**src/hw/i2c_pkg.sv**
```systemverilog
// Shared definitions for the I2C register-access controller.
// Compile this package first; the RTL refers to it by scoped names.
package i2c_pkg;

    // ==================================================
    // bus geometry
    // ==================================================
    localparam int ADDR_WIDTH  = 7;
    localparam int BYTE_BITS   = 8;
    // quarter-bit ticks in one bus symbol
    localparam int PHASE_COUNT = 4;

    // ==================================================
    // symbol requested from the bit engine
    // ==================================================
    typedef enum logic [1:0] {
        cmd_start   = 2'd0,
        cmd_restart = 2'd1,
        cmd_stop    = 2'd2,
        cmd_bit     = 2'd3
    } bus_cmd_e;

    // first byte after a start or repeated start
    // built by fields, shifted out as a raw byte
    typedef union packed {
        logic [BYTE_BITS-1:0] raw;
        struct packed {
            logic [ADDR_WIDTH-1:0] device;
            logic                  rw;
        } fields;
    } addr_byte_u;

endpackage

```
**src/hw/i2c_bit_if.sv**
```systemverilog
// Command link between the transaction sequencer and the bit engine.
// One strobe per bus symbol; the engine answers with done or aborted.
`timescale 1ns/1ps

interface i2c_bit_if;

    // sequencer to engine
    logic               cmd_valid;
    i2c_pkg::bus_cmd_e  cmd;
    // 1 releases sda, 0 pulls it low
    logic               tx_bit;

    // engine to sequencer
    logic               done;
    logic               rx_bit;
    logic               aborted;

    modport seq (
        output cmd_valid,
        output cmd,
        output tx_bit,
        input  done,
        input  rx_bit,
        input  aborted
    );

    modport engine (
        input  cmd_valid,
        input  cmd,
        input  tx_bit,
        output done,
        output rx_bit,
        output aborted
    );

endinterface

```
**src/hw/i2c_bit_engine.sv**
```systemverilog
// Bit engine: plays one bus symbol over four quarter-bit ticks.
// Lines are open drain, so it only pulls low or releases.
// A target may stretch SCL in the second phase up to a tick limit.
`timescale 1ns/1ps

module i2c_bit_engine #(
    parameter int STRETCH_MAX_TICKS = 255
) (
    input  logic      clock,
    input  logic      safe_reset_n,
    input  logic      tick,
    input  logic      scl_in,
    input  logic      sda_in,
    output logic      scl_low,
    output logic      sda_low,
    i2c_bit_if.engine bus
);

    localparam int PHASE_BITS   = $clog2(i2c_pkg::PHASE_COUNT);
    localparam int STRETCH_BITS = $clog2(STRETCH_MAX_TICKS + 1);

    localparam logic [PHASE_BITS-1:0]   LAST_PHASE    = PHASE_BITS'(i2c_pkg::PHASE_COUNT - 1);
    localparam logic [STRETCH_BITS-1:0] STRETCH_LIMIT = STRETCH_BITS'(STRETCH_MAX_TICKS);

    logic                    active;
    logic [PHASE_BITS-1:0]   phase;
    i2c_pkg::bus_cmd_e       cmd_q;
    logic [STRETCH_BITS-1:0] stretch_cnt;

    assign bus.done    = active && tick && (phase == LAST_PHASE);
    // scl still held low by the target once the limit is used up
    assign bus.aborted = active && tick && (phase == 2'd1) && !scl_in &&
                         (stretch_cnt == STRETCH_LIMIT);

    // ==================================================
    // phase sequencing
    // ==================================================
    always_ff @(posedge clock or negedge safe_reset_n) begin
        if (!safe_reset_n) begin
            active      <= 1'b0;
            phase       <= '0;
            cmd_q       <= i2c_pkg::cmd_start;
            stretch_cnt <= '0;
            scl_low     <= 1'b0;
            sda_low     <= 1'b0;
            bus.rx_bit  <= 1'b1;
        end else if (!active) begin
            if (bus.cmd_valid) begin
                active      <= 1'b1;
                phase       <= '0;
                cmd_q       <= bus.cmd;
                stretch_cnt <= '0;
                // sda is set up while scl is still low
                case (bus.cmd)
                    i2c_pkg::cmd_start, i2c_pkg::cmd_restart: sda_low <= 1'b0;
                    i2c_pkg::cmd_stop:                        sda_low <= 1'b1;
                    default:                                  sda_low <= !bus.tx_bit;
                endcase
            end
        end else if (tick) begin
            case (phase)
                2'd0: begin
                    scl_low <= 1'b0;
                    phase   <= 2'd1;
                end
                2'd1: begin
                    if (scl_in) begin
                        phase <= 2'd2;
                        // start condition, sda falls while scl is high
                        if (cmd_q == i2c_pkg::cmd_start || cmd_q == i2c_pkg::cmd_restart) begin
                            sda_low <= 1'b1;
                        end
                    end else if (stretch_cnt == STRETCH_LIMIT) begin
                        // give up without a stop
                        active  <= 1'b0;
                        scl_low <= 1'b0;
                        sda_low <= 1'b0;
                    end else begin
                        stretch_cnt <= stretch_cnt + 1'b1;
                    end
                end
                2'd2: begin
                    phase <= LAST_PHASE;
                    if (cmd_q == i2c_pkg::cmd_bit) begin
                        bus.rx_bit <= sda_in;
                    end
                    // stop condition, sda rises while scl is high
                    if (cmd_q == i2c_pkg::cmd_stop) begin
                        sda_low <= 1'b0;
                    end
                end
                default: begin
                    active <= 1'b0;
                    if (cmd_q != i2c_pkg::cmd_stop) begin
                        scl_low <= 1'b1;
                    end
                end
            endcase
        end
    end

    // data bits may only move while scl is held low
    sda_stable_in_bit: assert property (
        @(posedge clock) disable iff (!safe_reset_n)
        $changed(sda_low) && (cmd_q == i2c_pkg::cmd_bit) && !$past(bus.aborted)
            |-> scl_low
    );

endmodule

```
**src/flat_wrapper.sv**
```systemverilog
// flat-port wrapper written by rule: the top's interface ports become plain ports
module i2c_bit_engine_flat 
#(
    parameter int STRETCH_MAX_TICKS = 255
)
  (clock, safe_reset_n, tick, scl_in, sda_in, scl_low, sda_low, bus_cmd_valid, bus_cmd, bus_tx_bit, bus_done, bus_rx_bit, bus_aborted);
  i2c_bit_if bus_i ();
  input  logic clock;
  input  logic safe_reset_n;
  input  logic tick;
  input  logic scl_in;
  input  logic sda_in;
  output logic scl_low;
  output logic sda_low;
  input wire logic [$bits(bus_i.cmd_valid)-1:0] bus_cmd_valid;
  input wire logic [$bits(bus_i.cmd)-1:0] bus_cmd;
  input wire logic [$bits(bus_i.tx_bit)-1:0] bus_tx_bit;
  output wire logic [$bits(bus_i.done)-1:0] bus_done;
  output wire logic [$bits(bus_i.rx_bit)-1:0] bus_rx_bit;
  output wire logic [$bits(bus_i.aborted)-1:0] bus_aborted;
  assign bus_i.cmd_valid = bus_cmd_valid;
  assign bus_i.cmd = bus_cmd;
  assign bus_i.tx_bit = bus_tx_bit;
  assign bus_done = bus_i.done;
  assign bus_rx_bit = bus_i.rx_bit;
  assign bus_aborted = bus_i.aborted;
  i2c_bit_engine #(.STRETCH_MAX_TICKS(STRETCH_MAX_TICKS)) u_core (.clock(clock), .safe_reset_n(safe_reset_n), .tick(tick), .scl_in(scl_in), .sda_in(sda_in), .scl_low(scl_low), .sda_low(sda_low), .bus(bus_i));
endmodule
```
**config.mk**
```make
export PLATFORM = sky130hd
export DESIGN_NAME = i2c_bit_engine_flat
export DESIGN_NICKNAME = d
export VERILOG_FILES = /design/src/hw/i2c_pkg.sv /design/src/hw/i2c_bit_if.sv /design/src/hw/i2c_bit_engine.sv /design/src/flat_wrapper.sv
export SDC_FILE = /design/constraint.sdc
export NUM_CORES = 1
export LEC_CHECK = 0
export ABC_AREA = 1
export BUFFER_PORTS_ARGS = -buffer_cell sky130_fd_sc_hd__buf_2
export CAP_MARGIN = 10
export CORE_ASPECT_RATIO = 1.1
export CORE_UTILIZATION = 37
export DETAILED_ROUTE_END_ITERATION = 6
export GPL_TIMING_DRIVEN = 0
export PLACE_DENSITY_LB_ADDON = 0.1
export REMOVE_ABC_BUFFERS = 1
export SLEW_MARGIN = 15
export SYNTH_ARGS = -nofsm -noshare
export SYNTH_HDL_FRONTEND = slang
export SYNTH_SLANG_ARGS = --single-unit
export TNS_END_PERCENT = 30
```
**constraint.sdc**
```tcl
create_clock -name clock -period 1.6 [get_ports clock]
set_clock_uncertainty 0.05 [all_clocks]
set_input_delay 0.08 -clock clock [delete_from_list [all_inputs] [get_ports clock]]
set_output_delay 0.08 -clock clock [all_outputs]
set_load 0.01 [all_outputs]
```
### Yosys cells after proc, flatten, opt, wreduce, memory -nomap -nowiden

Cells that the tools add are included.

* mux-type cells: 29
* bitwise gates (word level): 2
* add/subtract/negate cells: 1
* reduce and logical (&&, ||, !) cells: 21
* eq/ne operators: 22

Operator list (number)
* $mux W8: 6
* $mux W1: 14
* $ne A2 B2 Y1 const B: 7
* $ne A4 B4 Y1 const B: 3
* $reduce_and A6 Y1: 2
* $eq A2 B2 Y1 const B: 5
* $ne A3 B3 Y1 const B: 3
* $add A8 B1 Y8 const B: 1
* $eq A8 B8 Y1 const B: 1
* $mux W2: 4
* $reduce_and A4 Y1: 2
* $eq A2 B1 Y1 const B: 3
* $logic_not A2 Y1: 3
* $pmux W1 S2: 3
* $pmux W2 S3: 1
* $logic_and A1 B1 Y1: 5
* $reduce_and A5 Y1: 1
* $reduce_or A2 Y1: 2
* $pmux W1 S3: 1
* $reduce_bool A3 Y1: 1
* $logic_not A1 Y1: 2
* $not A1 Y1: 2
* $reduce_and A2 Y1: 1
* $reduce_bool A2 Y1: 1
* $logic_or A1 B1 Y1: 1

* register bits after elaboration: 16
* logic and storage cells: 82
* bits of input ports: 9
* output and inout bits: 5

### Longest topological paths before layout

* word-level depth: 7
* mapped depth: 9

### Least setup slack after synthesis

Ideal clock, no wire load.

* path type: register -> register
* from: register u_core.phase[1]
* to: register u_core.stretch_cnt[2]
* clock period less this slack: 1484 ps
* stages on the path, launching flop included: 10
* slack: 116 ps
* data required time: 1431 ps
* data arrival time: 1315 ps
* library setup time: 119 ps
* path through: dfrtp_1 -> inv_1 -> ha_1 -> nand3_4 -> nor2_4 -> nand2_4 -> nand2_4 -> clkinv_4 -> a21oi_1 -> nor2_1

* word-level cells in the longest chain between the ends: 3

RTL lines
* start, declared: RTL line i2c_bit_engine.sv:26 `logic [PHASE_BITS-1:0] phase;`
* start signal, assigned: RTL line i2c_bit_engine.sv:41 `phase <= '0;`
* start signal, assigned: RTL line i2c_bit_engine.sv:50 `phase <= '0;`
* start signal, assigned: RTL line i2c_bit_engine.sv:64 `phase <= 2'd1;`
* $eq A2 B1 Y1: RTL line i2c_bit_engine.sv:61 `case (phase)`
* $ne A2 B2 Y1 (no line)
* $reduce_and A5 Y1 (no line)
* end signal, assigned: RTL line i2c_bit_engine.sv:79 `stretch_cnt <= stretch_cnt + 1'b1;`
* end, declared: RTL line i2c_bit_engine.sv:28 `logic [STRETCH_BITS-1:0] stretch_cnt;`

No other way between the ends.
A chain may end at the register's enable or synchronous reset.

### Worst setup path in the final report

* from: register u_core.stretch_cnt[0]
* to: output bus_aborted

* word-level cells in the longest chain between the ends: 2

RTL lines
* $eq A8 B8 Y1: RTL line i2c_bit_engine.sv:33 `(stretch_cnt == STRETCH_LIMIT);`
* $logic_and A1 B1 Y1: RTL line i2c_bit_engine.sv:32 `assign bus.aborted = active && tick && (phase == 2'd1) && !scl_in &&`
* end, declared: RTL line flat_wrapper.sv:20 `output wire logic [$bits(bus_i.aborted)-1:0] bus_aborted;`

No other way between the ends.

==> summary.md <==
| Metric | Value |
|---|---|
| Tightest Hold Check Type | input pin to flop |
| Largest net degree at the start of global routing | 17 |
| Worst setup path class | flop to output port |
| CP endpoint kind | output port |
| Highest clock rate | 0.647 GHz |
| Total grt overflow | 0 |
| Util after Layout | 49.0% |
| Post-DP HPWL | 1.54 mm |
| Antenna diodes | 0 |
| Vias per Instance | 4.74 |
| Comb pwr share | 45.2% |
| Leading cell type in the layout, fill and taps excluded | nand2_1 |
| Synth warnings | 0 |
| Final Hold Slack | 0.00971 ns |
| Share of layout cells above drive strength 1 | 27.9% |
| # H-tree levels | 1 |
| Synthesis-to-layout area growth | 23.7% |
| Post-synthesis sequential area ratio | 39.8% |
| DR iter-0 viols | 18 |
| Vias in the first global route | 841 |
| Switching power | 0.000728 W |
| Root Buffer | clkbuf_4 |
| PD cells | 1380 mW/mm2 |
| Critical path arrival | 1.42 ns |
| Post-route ant nets | 0 |
| R2r worst-path depth | 9 |
| R2R Path End | u_core.stretch_cnt[2] |
| Setup slack, reg-to-reg | 0.10 ns |
| First-pass GRT wire length | 3.64 mm |
| Initial Util | 39.6% |
| Number of CTS-inserted buffers | 3 |
| Sequential Power Share | 38.8% |
| Hold EP | u_core.active |
| NumNets Final | 170 |
| Crit. Startpoint | u_core.stretch_cnt[0] |
| Worst rel slew slack | 75.0% |
| Routability cong. | 0.829 |
| Clock share of power | 16.0% |
| Status | finished clean |
| Port Buffers | 13 |
| Via total after detailed routing | 877 |
| Iteration count of the initial detailed-routing pass | 4 |
| Unique masters post-synth | 25 |
| Fin crit period | 1.55 ns |
| Initial antenna violation count | 0 |
| Leakage | 0.609 nW |
| Final Hold Viols | 0 |
| Worst Path Max Fanout | 5 |
| Global Route Usage Sum | 16.8% |
| Worst-Skew Late Latency | 0.29 ns |
| Worst-Margin Slew | 0.375 ns |
| Routed len/inst | 11.4 um |
| DRT Wirelength | 2.11 mm |
| Clk pin slew, worst setup/hold paths | 0.10 ns |
| Commonest non-fill, non-tap cells in the layout | 28 x nand2_1, 15 x inv_1, 14 x nor2_1 |
| WHS Path Cells | 3 |
| TritonCTS clock tree | yes |
| Post-Synthesis Cell Area | 0.00101 mm2 |
| Int Pwr | 0.000991 W |
| Max Slew Vio Count | 0 |
| CP max-delay cell | dfrtp_1 |
| CP Cell Sequence | ha_2, nand2_2, nor2_4, nand2_4, nor3_2, buf_2 |
| Sw Ratio | 42.3% |
| Peak supply drop | 0.000738 V |
| RSZ-0062 raised after global routing | true |
| Worst r2r src | u_core.phase[1] |
| Max-cap violations | 0 |
| # rows | 19 |
| Post-synthesis cell count | 131 |
| Slowest stage delay, CP | 0.37 ns |
| WP data required | 1.47 ns |
| Clock sink count | 16 |
| Overall die area | 0.00294 mm2 |
| #FFs+latches synth | 16 |
| Core area | 0.00254 mm2 |
| Die height | 56.8 um |
| Die width | 51.8 um |
| Clock buffer depth | 2 |
| HP Start | bus_cmd_valid |
| Crit path launch type | flop |
| IO Count | 14 |
| Fin crit share | 96.7% |
| Drc violations | 0 |
| Post-Syn Area per Cell | 7.70 um2 |
| Final Setup Violations | 0 |
## worst max-delay path by stage
stage                             to  slack [ns]
2_1_floorplan  u_core.stretch_cnt[2]        0.11
5_1_grt                  bus_aborted       -0.04
4_1_cts                  bus_aborted       0.002
3_3_place_gp   u_core.stretch_cnt[2]       -0.03
3_5_place_dp   u_core.stretch_cnt[2]       -0.06
6_report                 bus_aborted        0.05
## logic make-up after synthesis
kind of cell             count (synthesis)  synth area share, %
multiplexers                             1                 1.12
AND/OR/NAND/NOR                         67                 31.8
buffers and inverters                   19                 7.94
adder cells (fa/ha/maj)                  6                 7.44
flip-flops                              16                 39.8
AO/OA/AOI/OAI                           22                 11.9
## per-stage QoR
step                      setup WS, ns  cell area, um2  cells  setup TNS (ns)  total power (W)
after floorplan                  0.109            1000    130               0          0.00119
after global placement         -0.0269            1100    174         -0.0344          0.00138
after detailed placement       -0.0610            1100    174          -0.127          0.00139
after CTS                      0.00205            1200    183               0          0.00172
after global routing           -0.0362            1250    185         -0.0362          0.00190
final                           0.0533            1250    185               0          0.00172
## registers in the layout, indices dropped and copies added, names as in the netlist
name                cells
u_core.stretch_cnt      8
u_core.scl_low          1
u_core.bus.rx_bit       1
u_core.phase            2
u_core.cmd_q            2
u_core.sda_low          1
u_core.active           1
## per-layer routing
| metal | GRT usage, % | share of wire, % | vias to the layer above |
|---|---|---|---|
| li1 | - | - | 469 |
| met1 | 20.0 | 46 | 402 |
| met2 | 29.1 | 52 | 4 |
| met3 | 2.44 | 1.6 | 2 |
| met4 | 7.72 | 0.80 | 0 |
| met5 | 0 | 0 | - |
## timing repair
action | 4_1_cts | 5_1_grt
pin swaps | 1 | 1
hold buffers | 4 | 0
buffers inserted | 1 | 2
resized for setup | 4 | 9
endpoints found under the setup margin | 6 | 6
hold endpoints to repair | 19 | 0
## final cells by class
cell class	count	area, um2
Fill cell	246	1300
Multi-Input combinational cell	96	568
Sequential cell	16	404
Timing Repair Buffer	20	128
Inverter	18	72.6
Tap cell	31	38.8
Clock buffer	4	36.3
## worst max-delay path, delay by kind of cell (launching register included)
family | cells | cell delay (ns)
AND/OR/NAND/NOR | 4 | 0.42
adder cells (fa/ha/maj) | 1 | 0.19
flip-flops | 1 | 0.37
buffers and inverters | 1 | 0.14
## Yosys cell counts (all sizes together)
library cell  count  area, um2
a21boi            1       7.51
a21o              1       7.51
a21oi             6       30.0
buf               1       7.51
clkinv            1       8.76
dfrtp            15        375
dfstp             1       26.3
ha                6       75.1
inv              17       63.8
mux2              1       11.3
nand2            34        150
nand3            11       67.6
nand4             2       12.5
nor2             18       80.1
nor3              2       10.0
o211ai            1       7.51
o21ai            12       60.1
o31ai             1       7.51
## power by group through the flow
stage               Clock [W]  Sequential [W]  Combinational [W]
finish               0.000274        0.000668           0.000777
global route         0.000304        0.000685           0.000911
CTS                  0.000285        0.000658           0.000778
detailed placement          0        0.000662           0.000726
global placement            0        0.000657           0.000727
floorplan                   0        0.000652           0.000540
No activity file was read; power rests on OpenSTA's default activity.
