$ cat config.mk
export PLATFORM = sky130hd
export DESIGN_NAME = i2c_transaction_seq_flat
export DESIGN_NICKNAME = d
export VERILOG_FILES = /design/src/hw/i2c_pkg.sv /design/src/hw/i2c_bit_if.sv /design/src/hw/i2c_transaction_seq.sv /design/src/flat_wrapper.sv
export SDC_FILE = /design/constraint.sdc
export NUM_CORES = 1
export LEC_CHECK = 0
export ABC_CLOCK_PERIOD_IN_PS = 2140
export BUFFER_PORTS_ARGS = -buffer_cell sky130_fd_sc_hd__buf_4
export CAP_MARGIN = 20
export CORE_MARGIN = 2
export CORE_UTILIZATION = 53
export DETAILED_ROUTE_END_ITERATION = 10
export PLACE_DENSITY_LB_ADDON = 0.2
export SLEW_MARGIN = 20
export SYNTH_ARGS = -nofsm -noshare
export SYNTH_HDL_FRONTEND = slang
export SYNTH_SLANG_ARGS = --single-unit
$ cat constraint.sdc
create_clock -name clock -period 2.14 [get_ports clock]
set_clock_uncertainty 0.1 [all_clocks]
set_input_delay 0.642 -clock clock [delete_from_list [all_inputs] [get_ports clock]]
set_output_delay 0.642 -clock clock [all_outputs]
set_load 0.05 [all_outputs]
$ cat src/hw/i2c_pkg.sv
// Shared definitions for the I2C register-access controller.
// Compile this package first; the RTL refers to it by scoped names.
package i2c_pkg;

    // ==================================================
    // bus geometry
    // ==================================================
    localparam int ADDR_WIDTH  = 7;
    localparam int BYTE_BITS   = 8;
    // quarter-bit ticks in one bus symbol
    localparam int PHASE_COUNT = 4;

    // ==================================================
    // symbol requested from the bit engine
    // ==================================================
    typedef enum logic [1:0] {
        cmd_start   = 2'd0,
        cmd_restart = 2'd1,
        cmd_stop    = 2'd2,
        cmd_bit     = 2'd3
    } bus_cmd_e;

    // first byte after a start or repeated start
    // built by fields, shifted out as a raw byte
    typedef union packed {
        logic [BYTE_BITS-1:0] raw;
        struct packed {
            logic [ADDR_WIDTH-1:0] device;
            logic                  rw;
        } fields;
    } addr_byte_u;

endpackage

$ cat src/hw/i2c_bit_if.sv
// Command link between the transaction sequencer and the bit engine.
// One strobe per bus symbol; the engine answers with done or aborted.
`timescale 1ns/1ps

interface i2c_bit_if;

    // sequencer to engine
    logic               cmd_valid;
    i2c_pkg::bus_cmd_e  cmd;
    // 1 releases sda, 0 pulls it low
    logic               tx_bit;

    // engine to sequencer
    logic               done;
    logic               rx_bit;
    logic               aborted;

    modport seq (
        output cmd_valid,
        output cmd,
        output tx_bit,
        input  done,
        input  rx_bit,
        input  aborted
    );

    modport engine (
        input  cmd_valid,
        input  cmd,
        input  tx_bit,
        output done,
        output rx_bit,
        output aborted
    );

endinterface

$ cat src/hw/i2c_transaction_seq.sv
// Transaction sequencer for register writes and reads on the I2C bus.
// Captures a request on enable and issues one bus symbol per command
// to the bit engine until the closing stop, a nack or an abort.
`timescale 1ns/1ps

module i2c_transaction_seq #(
    parameter int DATA_BYTES = 1,
    parameter int REG_BYTES  = 1
) (
    input  logic                                      clock,
    input  logic                                      safe_reset_n,
    input  logic                                      enable,
    input  logic                                      read_write,
    input  logic [i2c_pkg::ADDR_WIDTH-1:0]            device_address,
    input  logic [REG_BYTES*i2c_pkg::BYTE_BITS-1:0]   register_address,
    input  logic [DATA_BYTES*i2c_pkg::BYTE_BITS-1:0]  write_data,
    output logic [DATA_BYTES*i2c_pkg::BYTE_BITS-1:0]  read_data,
    output logic                                      busy,
    i2c_bit_if.seq                                    bus
);

    localparam int BYTE_BITS  = i2c_pkg::BYTE_BITS;
    localparam int REG_W      = REG_BYTES * BYTE_BITS;
    localparam int DATA_W     = DATA_BYTES * BYTE_BITS;
    localparam int MAX_BYTES  = (DATA_BYTES > REG_BYTES) ? DATA_BYTES : REG_BYTES;
    localparam int COUNT_BITS = $clog2(MAX_BYTES + 1);
    localparam int BIT_BITS   = $clog2(BYTE_BITS);

    localparam logic [BIT_BITS-1:0]   BIT_LAST  = BIT_BITS'(BYTE_BITS - 1);
    localparam logic [COUNT_BITS-1:0] REG_LAST  = COUNT_BITS'(REG_BYTES - 1);
    localparam logic [COUNT_BITS-1:0] DATA_LAST = COUNT_BITS'(DATA_BYTES - 1);

    // sequencer states
    localparam logic [3:0] ST_IDLE    = 4'd0;
    localparam logic [3:0] ST_START   = 4'd1;
    localparam logic [3:0] ST_ADDR_W  = 4'd2;
    localparam logic [3:0] ST_REG     = 4'd3;
    localparam logic [3:0] ST_DATA    = 4'd4;
    localparam logic [3:0] ST_RESTART = 4'd5;
    localparam logic [3:0] ST_ADDR_R  = 4'd6;
    localparam logic [3:0] ST_ACK     = 4'd7;
    localparam logic [3:0] ST_READ    = 4'd8;
    localparam logic [3:0] ST_MACK    = 4'd9;
    localparam logic [3:0] ST_STOP    = 4'd10;

    logic [3:0]                state;
    // byte state whose ack is being checked
    logic [3:0]                sent_q;
    logic [BIT_BITS-1:0]       bit_cnt;
    logic [COUNT_BITS-1:0]     byte_cnt;
    logic                      rw_q;
    i2c_pkg::addr_byte_u       addr_q;
    logic [BYTE_BITS-1:0]      shift_q;
    logic [REG_W-1:0]          reg_q;
    logic [DATA_W-1:0]         data_q;

    assign busy = (state != ST_IDLE);

    // ==================================================
    // symbol for the current state
    // ==================================================
    always_comb begin
        bus.cmd    = i2c_pkg::cmd_bit;
        bus.tx_bit = 1'b1;
        case (state)
            ST_START:   bus.cmd = i2c_pkg::cmd_start;
            ST_RESTART: bus.cmd = i2c_pkg::cmd_restart;
            ST_STOP:    bus.cmd = i2c_pkg::cmd_stop;
            ST_ADDR_W, ST_REG, ST_DATA, ST_ADDR_R: begin
                bus.tx_bit = shift_q[BYTE_BITS-1];
            end
            // nack only after the last read byte
            ST_MACK:    bus.tx_bit = (byte_cnt == '0);
            default:    bus.cmd = i2c_pkg::cmd_bit;
        endcase
    end

    // ==================================================
    // transaction FSM
    // ==================================================
    always_ff @(posedge clock or negedge safe_reset_n) begin
        if (!safe_reset_n) begin
            state         <= ST_IDLE;
            sent_q        <= ST_IDLE;
            bit_cnt       <= '0;
            byte_cnt      <= '0;
            rw_q          <= 1'b0;
            bus.cmd_valid <= 1'b0;
            addr_q        <= '0;
            shift_q       <= '0;
            reg_q         <= '0;
            data_q        <= '0;
            read_data     <= '0;
        end else begin
            bus.cmd_valid <= 1'b0;
            if (state == ST_IDLE) begin
                if (enable) begin
                    state                <= ST_START;
                    bus.cmd_valid        <= 1'b1;
                    rw_q                 <= read_write;
                    addr_q.fields.device <= device_address;
                    addr_q.fields.rw     <= 1'b0;
                    reg_q                <= register_address;
                    data_q               <= write_data;
                end
            end else if (bus.aborted) begin
                // lines already released by the engine
                state <= ST_IDLE;
            end else if (bus.done) begin
                bus.cmd_valid <= (state != ST_STOP);
                case (state)
                    ST_START, ST_RESTART: begin
                        shift_q <= addr_q.raw;
                        bit_cnt <= BIT_LAST;
                        state   <= (state == ST_START) ? ST_ADDR_W : ST_ADDR_R;
                    end
                    ST_ADDR_W, ST_REG, ST_DATA, ST_ADDR_R: begin
                        shift_q <= shift_q << 1;
                        bit_cnt <= bit_cnt - 1'b1;
                        if (bit_cnt == '0) begin
                            sent_q <= state;
                            state  <= ST_ACK;
                        end
                    end
                    ST_ACK: begin
                        bit_cnt <= BIT_LAST;
                        if (bus.rx_bit) begin
                            // target nack
                            state <= ST_STOP;
                        end else begin
                            case (sent_q)
                                ST_ADDR_W: begin
                                    shift_q  <= reg_q[REG_W-1 -: BYTE_BITS];
                                    reg_q    <= reg_q << BYTE_BITS;
                                    byte_cnt <= REG_LAST;
                                    state    <= ST_REG;
                                end
                                ST_REG: begin
                                    if (byte_cnt != '0) begin
                                        shift_q  <= reg_q[REG_W-1 -: BYTE_BITS];
                                        reg_q    <= reg_q << BYTE_BITS;
                                        byte_cnt <= byte_cnt - 1'b1;
                                        state    <= ST_REG;
                                    end else if (rw_q) begin
                                        addr_q.fields.rw <= 1'b1;
                                        state            <= ST_RESTART;
                                    end else begin
                                        shift_q  <= data_q[DATA_W-1 -: BYTE_BITS];
                                        data_q   <= data_q << BYTE_BITS;
                                        byte_cnt <= DATA_LAST;
                                        state    <= ST_DATA;
                                    end
                                end
                                ST_DATA: begin
                                    if (byte_cnt != '0) begin
                                        shift_q  <= data_q[DATA_W-1 -: BYTE_BITS];
                                        data_q   <= data_q << BYTE_BITS;
                                        byte_cnt <= byte_cnt - 1'b1;
                                        state    <= ST_DATA;
                                    end else begin
                                        state <= ST_STOP;
                                    end
                                end
                                default: begin
                                    // read address acked
                                    byte_cnt <= DATA_LAST;
                                    state    <= ST_READ;
                                end
                            endcase
                        end
                    end
                    ST_READ: begin
                        read_data <= {read_data[DATA_W-2:0], bus.rx_bit};
                        bit_cnt   <= bit_cnt - 1'b1;
                        if (bit_cnt == '0) begin
                            state <= ST_MACK;
                        end
                    end
                    ST_MACK: begin
                        bit_cnt <= BIT_LAST;
                        if (byte_cnt == '0) begin
                            state <= ST_STOP;
                        end else begin
                            byte_cnt <= byte_cnt - 1'b1;
                            state    <= ST_READ;
                        end
                    end
                    default: state <= ST_IDLE;
                endcase
            end
        end
    end

    cmd_only_while_busy: assert property (
        @(posedge clock) disable iff (!safe_reset_n)
        bus.cmd_valid |-> busy
    );

endmodule

$ cat src/flat_wrapper.sv
// flat-port wrapper written by rule: the top's interface ports become plain ports
module i2c_transaction_seq_flat 
#(
    parameter int DATA_BYTES = 1,
    parameter int REG_BYTES  = 1
)
  (clock, safe_reset_n, enable, read_write, device_address, register_address, write_data, read_data, busy, bus_cmd_valid, bus_cmd, bus_tx_bit, bus_done, bus_rx_bit, bus_aborted);
  i2c_bit_if bus_i ();
  input  logic clock;
  input  logic safe_reset_n;
  input  logic enable;
  input  logic read_write;
  input  logic [i2c_pkg::ADDR_WIDTH-1:0] device_address;
  input  logic [REG_BYTES*i2c_pkg::BYTE_BITS-1:0] register_address;
  input  logic [DATA_BYTES*i2c_pkg::BYTE_BITS-1:0] write_data;
  output logic [DATA_BYTES*i2c_pkg::BYTE_BITS-1:0] read_data;
  output logic busy;
  output wire logic [$bits(bus_i.cmd_valid)-1:0] bus_cmd_valid;
  output wire logic [$bits(bus_i.cmd)-1:0] bus_cmd;
  output wire logic [$bits(bus_i.tx_bit)-1:0] bus_tx_bit;
  input wire logic [$bits(bus_i.done)-1:0] bus_done;
  input wire logic [$bits(bus_i.rx_bit)-1:0] bus_rx_bit;
  input wire logic [$bits(bus_i.aborted)-1:0] bus_aborted;
  assign bus_cmd_valid = bus_i.cmd_valid;
  assign bus_cmd = bus_i.cmd;
  assign bus_tx_bit = bus_i.tx_bit;
  assign bus_i.done = bus_done;
  assign bus_i.rx_bit = bus_rx_bit;
  assign bus_i.aborted = bus_aborted;
  i2c_transaction_seq #(.DATA_BYTES(DATA_BYTES), .REG_BYTES(REG_BYTES)) u_core (.clock(clock), .safe_reset_n(safe_reset_n), .enable(enable), .read_write(read_write), .device_address(device_address), .register_address(register_address), .write_data(write_data), .read_data(read_data), .busy(busy), .bus(bus_i));
endmodule
Yosys cells after proc, flatten, opt, wreduce, memory -nomap -nowiden

Cells that the tools add are included.

Output and inout bits: 13
Register bits after elaboration: 54
Bits of input ports: 30

Equality and inequality tests: 28
Reductions and logical operators: 28
Mux-type cells: 57
Add/subtract/negate cells: 2
Bitwise operators: 3

Operators with widths:

| kind                                          | number |
|---|---|
| two-way mux 8 bit                             | 19 |
| one-hot mux 8 bit (3 select lines)            | 2 |
| two-way mux 4 bit                             | 9 |
| one-hot mux 8 bit (2 select lines)            | 2 |
| == test 4 x 3 -> 1 bit, second input constant | 5 |
| one-hot mux 4 bit (5 select lines)            | 1 |
| two-way mux 1 bit                             | 17 |
| == test 4 x 2 -> 1 bit, second input constant | 4 |
| AND reduction 8 bit                           | 2 |
| == test 4 bit, second input constant          | 3 |
| one-hot mux 4 bit (3 select lines)            | 1 |
| AND reduction 4 bit                           | 3 |
| nonzero test 2 bit                            | 6 |
| nonzero test 3 bit                            | 4 |
| AND reduction 5 bit                           | 2 |
| AND reduction 9 bit                           | 1 |
| != test 4 x 2 -> 1 bit, second input constant | 2 |
| != test 4 x 3 -> 1 bit, second input constant | 2 |
| OR reduction 4 bit                            | 2 |
| AND reduction 7 bit                           | 1 |
| != test 2 bit, second input constant          | 3 |
| != test 3 x 1 -> 1 bit, second input constant | 2 |
| != test 3 bit, second input constant          | 2 |
| one-hot mux 2 bit (3 select lines)            | 1 |
| other kinds (17)                              | 22 |

Longest topological paths before layout

Word-level depth: 8
Gate-level depth with buffers: 7
Depth with buffers taken out: 7

Worst setup path after synthesis

OpenSTA, ideal clock, no wires.

Kind: register to output
Start: register u_core.state[0]
End: output port bus_cmd[0]
Stages on the path, launching flop included: 6
Path slack: -308 ps
Buffers on the path: 1
Data required time: 1398 ps
Arrival: 1706 ps
Cells stage by stage: dfrtp_1 -> buf_4 -> inv_1 -> or3_1 -> o21ai_0 -> nand2b_1

Cells in the longest elaborated chain, start to end: 2

Ends and longest elaborated chain:

| what                                        | RTL line                   | RTL |
|---|---|---|
| start: declaration                          | i2c_transaction_seq.sv:46  | `logic [3:0] state;` |
| start signal: assignment                    | i2c_transaction_seq.sv:115 | `state <= (state == ST_START) ? ST_ADDR_W : ST_ADDR_R;` |
| == test 4 bit, or another cell as far along | i2c_transaction_seq.sv:65  | `case (state)` |
| one-hot mux 2 bit (3 select lines) (*)      | i2c_transaction_seq.sv:65  |  |
| end: declaration                            | flat_wrapper.sv:19         | `output wire logic [$bits(bus_i.cmd)-1:0] bus_cmd;` |

Every way passes the cells marked *; elsewhere a longest branch is shown, timed or not.

Final worst setup path

Start: register u_core.state[3]
End: output port bus_cmd[0]

Same word-level chain as after synthesis.

==> results.cfg <==
[outcome]
status = finished with violations
violations = setup timing

[timing]
max_freq_mhz = 461
setup_viol = 1
finalMaxSlewViolations = 0
rsz0062_at_grt = true
hold_violations = 0
slew_headroom_pct = 55.1
setup_ws_ps = -30.7
period_share_pct = 101
min_period_ps = 2170
tightestPinTransition_ps = 674

[drt]
drt-met1-wl_mm = 3.11
drtPass1Iterations = 4
first_iter_violations = 299
vias = 2486
routed_wl_mm = 6.84
wl_per_cell_um = 15.7
routed-wl-met2_mm = 3.38
ant_nets = 0
routed.top_layer = met4
routed-wl-met3_um = 278
drc = 0
avgViaCountPerCell = 5.70

[floorplan]
core_area_um2 = 5410
die_w_um = 78.3
io_pins = 43
start_util_pct = 54.2
fp-row-count = 27
die_area_um2 = 6140
die_h_um = 78.3

[clocking]
holdBufCountCts = 0
numClockSinks = 53
cts_tree = yes
cts_buffers = 5
cts-root-buf = clkbuf_8
clk_latency_ps = 300
clk_path_buf_depth = 2
cts_max_level = 2
path_clk_slew_ps = 100

[place]
preCtsSetupSlack_ps = 133
place_hpwl_mm = 4.64
port_buffers = 42
globalplace.congestion = 0.872

[finish]
drive_gt1_share_pct = 33.0
diodes = 0
fin_nets = 395
layout_commonest_cell = buf_4
fill_cells = 448
final_cell_mix = 72 x buf_4, 62 x nand2_1, 51 x dfrtp_1
area_growth_pct = 24.9

[yosys]
synth_cells = 301
synth_ff_type = dfrtp_1
syn_nets = 333
yosys_register_bits = 53
synth.distinct_cells = 56
ys_warn_count = 0
yosysSeqAreaShare_pct = 45.3
avgSynthCellArea_um2 = 9.73
mappedNetlistArea_um2 = 2930
synth_edf_count = 0
async_reset_ff_share_pct = 100

[pwr]
p_leak_nw = 1.69
power-per-cell-area_nw_per_um2 = 1280
total_power_mw = 4.70
vdd_ir_drop_max_mv = 0.666

[global_routing]
overflow = 0
antenna_found_initial = 0
grt_pass1_vias = 2408
grt_max_degree = 54
grt_pass1_wl_mm = 11.6
grt_usage_pct = 23.8

[flow_run]
maxCapViolCount = 0

[setup_path]
cpPeakStageDelay_ps = 450
crit_buf_inv = 1
path_class = flip-flop to primary output
crit_slowest_cell = dfrtp_2
arrival_ps = 1430
end_kind = primary output
crit_fanout = 3
worstPathCellList = or3_4 -> o21ai_4 -> nand2b_4 -> buf_8
cp_top_family = flip-flops
ff2ff_setup_slack_ps = 110
crit_required_ps = 1400
crit_path_start_kind = flip-flop

[worst_hold_path]
hold_path_class = primary input to async pin
Yosys cell counts, types with 2 or more instances:
master,n,area share [%]
nand4b_1,3,0.90
ha_1,2,0.85
inv_1,15,1.9
nand3_1,5,0.85
mux2_1,3,1.2
nand2b_1,7,1.5
nor3_1,2,0.34
o32a_1,7,2.4
nand2_1,62,7.9
buf_2,12,2.1
dfrtp_1,53,45
nor4_4,2,1.5
or3_1,3,0.64
a21oi_1,35,6.0
a22oi_1,7,1.8
buf_6,3,1.2
a31oi_2,7,3.0
mux2_2,8,3.1
nor2_1,10,1.3
o221ai_1,8,2.4
clkbuf_1,4,0.51
o21a_1,5,1.3
nor4b_2,2,1.0
a211oi_1,2,0.51
nor2b_1,2,0.43
and3_1,2,0.43
layer usage:
layer / global-route usage (%) / vias to the layer above
li1: - / 1211
met4: 7.19 / 0
met2: 38.1 / 65
met5: 0 / -
met1: 33.4 / 1204
met3: 4.14 / 6
worst reg2reg max path, stage by stage (launching register included):
cell and delay, ps:
dfrtp_1 430, buf_6 150, buf_4 160, or3_1 410, o31a_1 190, nor4_4 220, buf_4 200, a21oi_1 60
worst paths after layout:
path,startpoint,to,cells past startpoint
max reg2reg,u_core.state[0],u_core.data_q[2],7
max,u_core.state[3],bus_cmd[0],4
min in group clock,u_core.addr_q[2],u_core.addr_q[2],2
min,safe_reset_n,u_core.read_data[3],1
min reg2reg,u_core.addr_q[2],u_core.addr_q[2],2
max in group asynchronous,safe_reset_n,u_core.state[3],1
power by group:
group,switching (mW),internal [mW]
logic,1.26,0.997
registers,0.276,1.37
clock network,0.330,0.465
total,1.86,2.83
per-stage QoR:
stage                     instances  TNS (ps)  cell area [µm²]  hold WS (ps)  util (%)
after floorplan                 301         0             2950           246         -
after global placement          414         0             3380           367      62.5
after detailed placement        414         0             3380           373      62.5
after CTS                       433     -60.8             3630           286      67.1
after global routing            436      -224             3660           311      67.7
final                           436     -30.7             3660           267      67.7
flip-flops by register name (all words and copies together) (netlist names):
register              count
u_core.sent_q             4
u_core.rw_q               1
u_core.shift_q            8
u_core.bus.cmd_valid      1
u_core.addr_q             8
u_core.reg_q              8
u_core.data_q             8
u_core.state              4
u_core.bit_cnt            3
u_core.read_data          8
cells by family after synthesis:
logic type	synth area share, %
DFF	45.3
AOI/OAI and AO/OA	24.5
adders and majority gates	0.854
muxes	4.57
buffers and inverters	5.89
and+or+nand+nor	18.9
cell type report:
cell class | count | area [µm²] | area share (%)
multi-input cells | 213 | 1470 | 40.2
flip-flops and latches | 53 | 1330 | 36.3
repair buffers | 75 | 578 | 15.8
well taps | 72 | 90.1 | 2.46
clock buffers | 5 | 68.8 | 1.88
clock inverters | 3 | 65.1 | 1.78
inverters | 15 | 56.3 | 1.54
repair_timing:
action / 4_1_cts / 5_1_grt
hold endpoints to repair: 0 / 0
gates resized for setup: 10 / 1
buffers inserted: 11 / 3
setup endpoints to repair: 4 / 7
pin swaps: 2 / 2
Power figures use the tool's default switching activity.
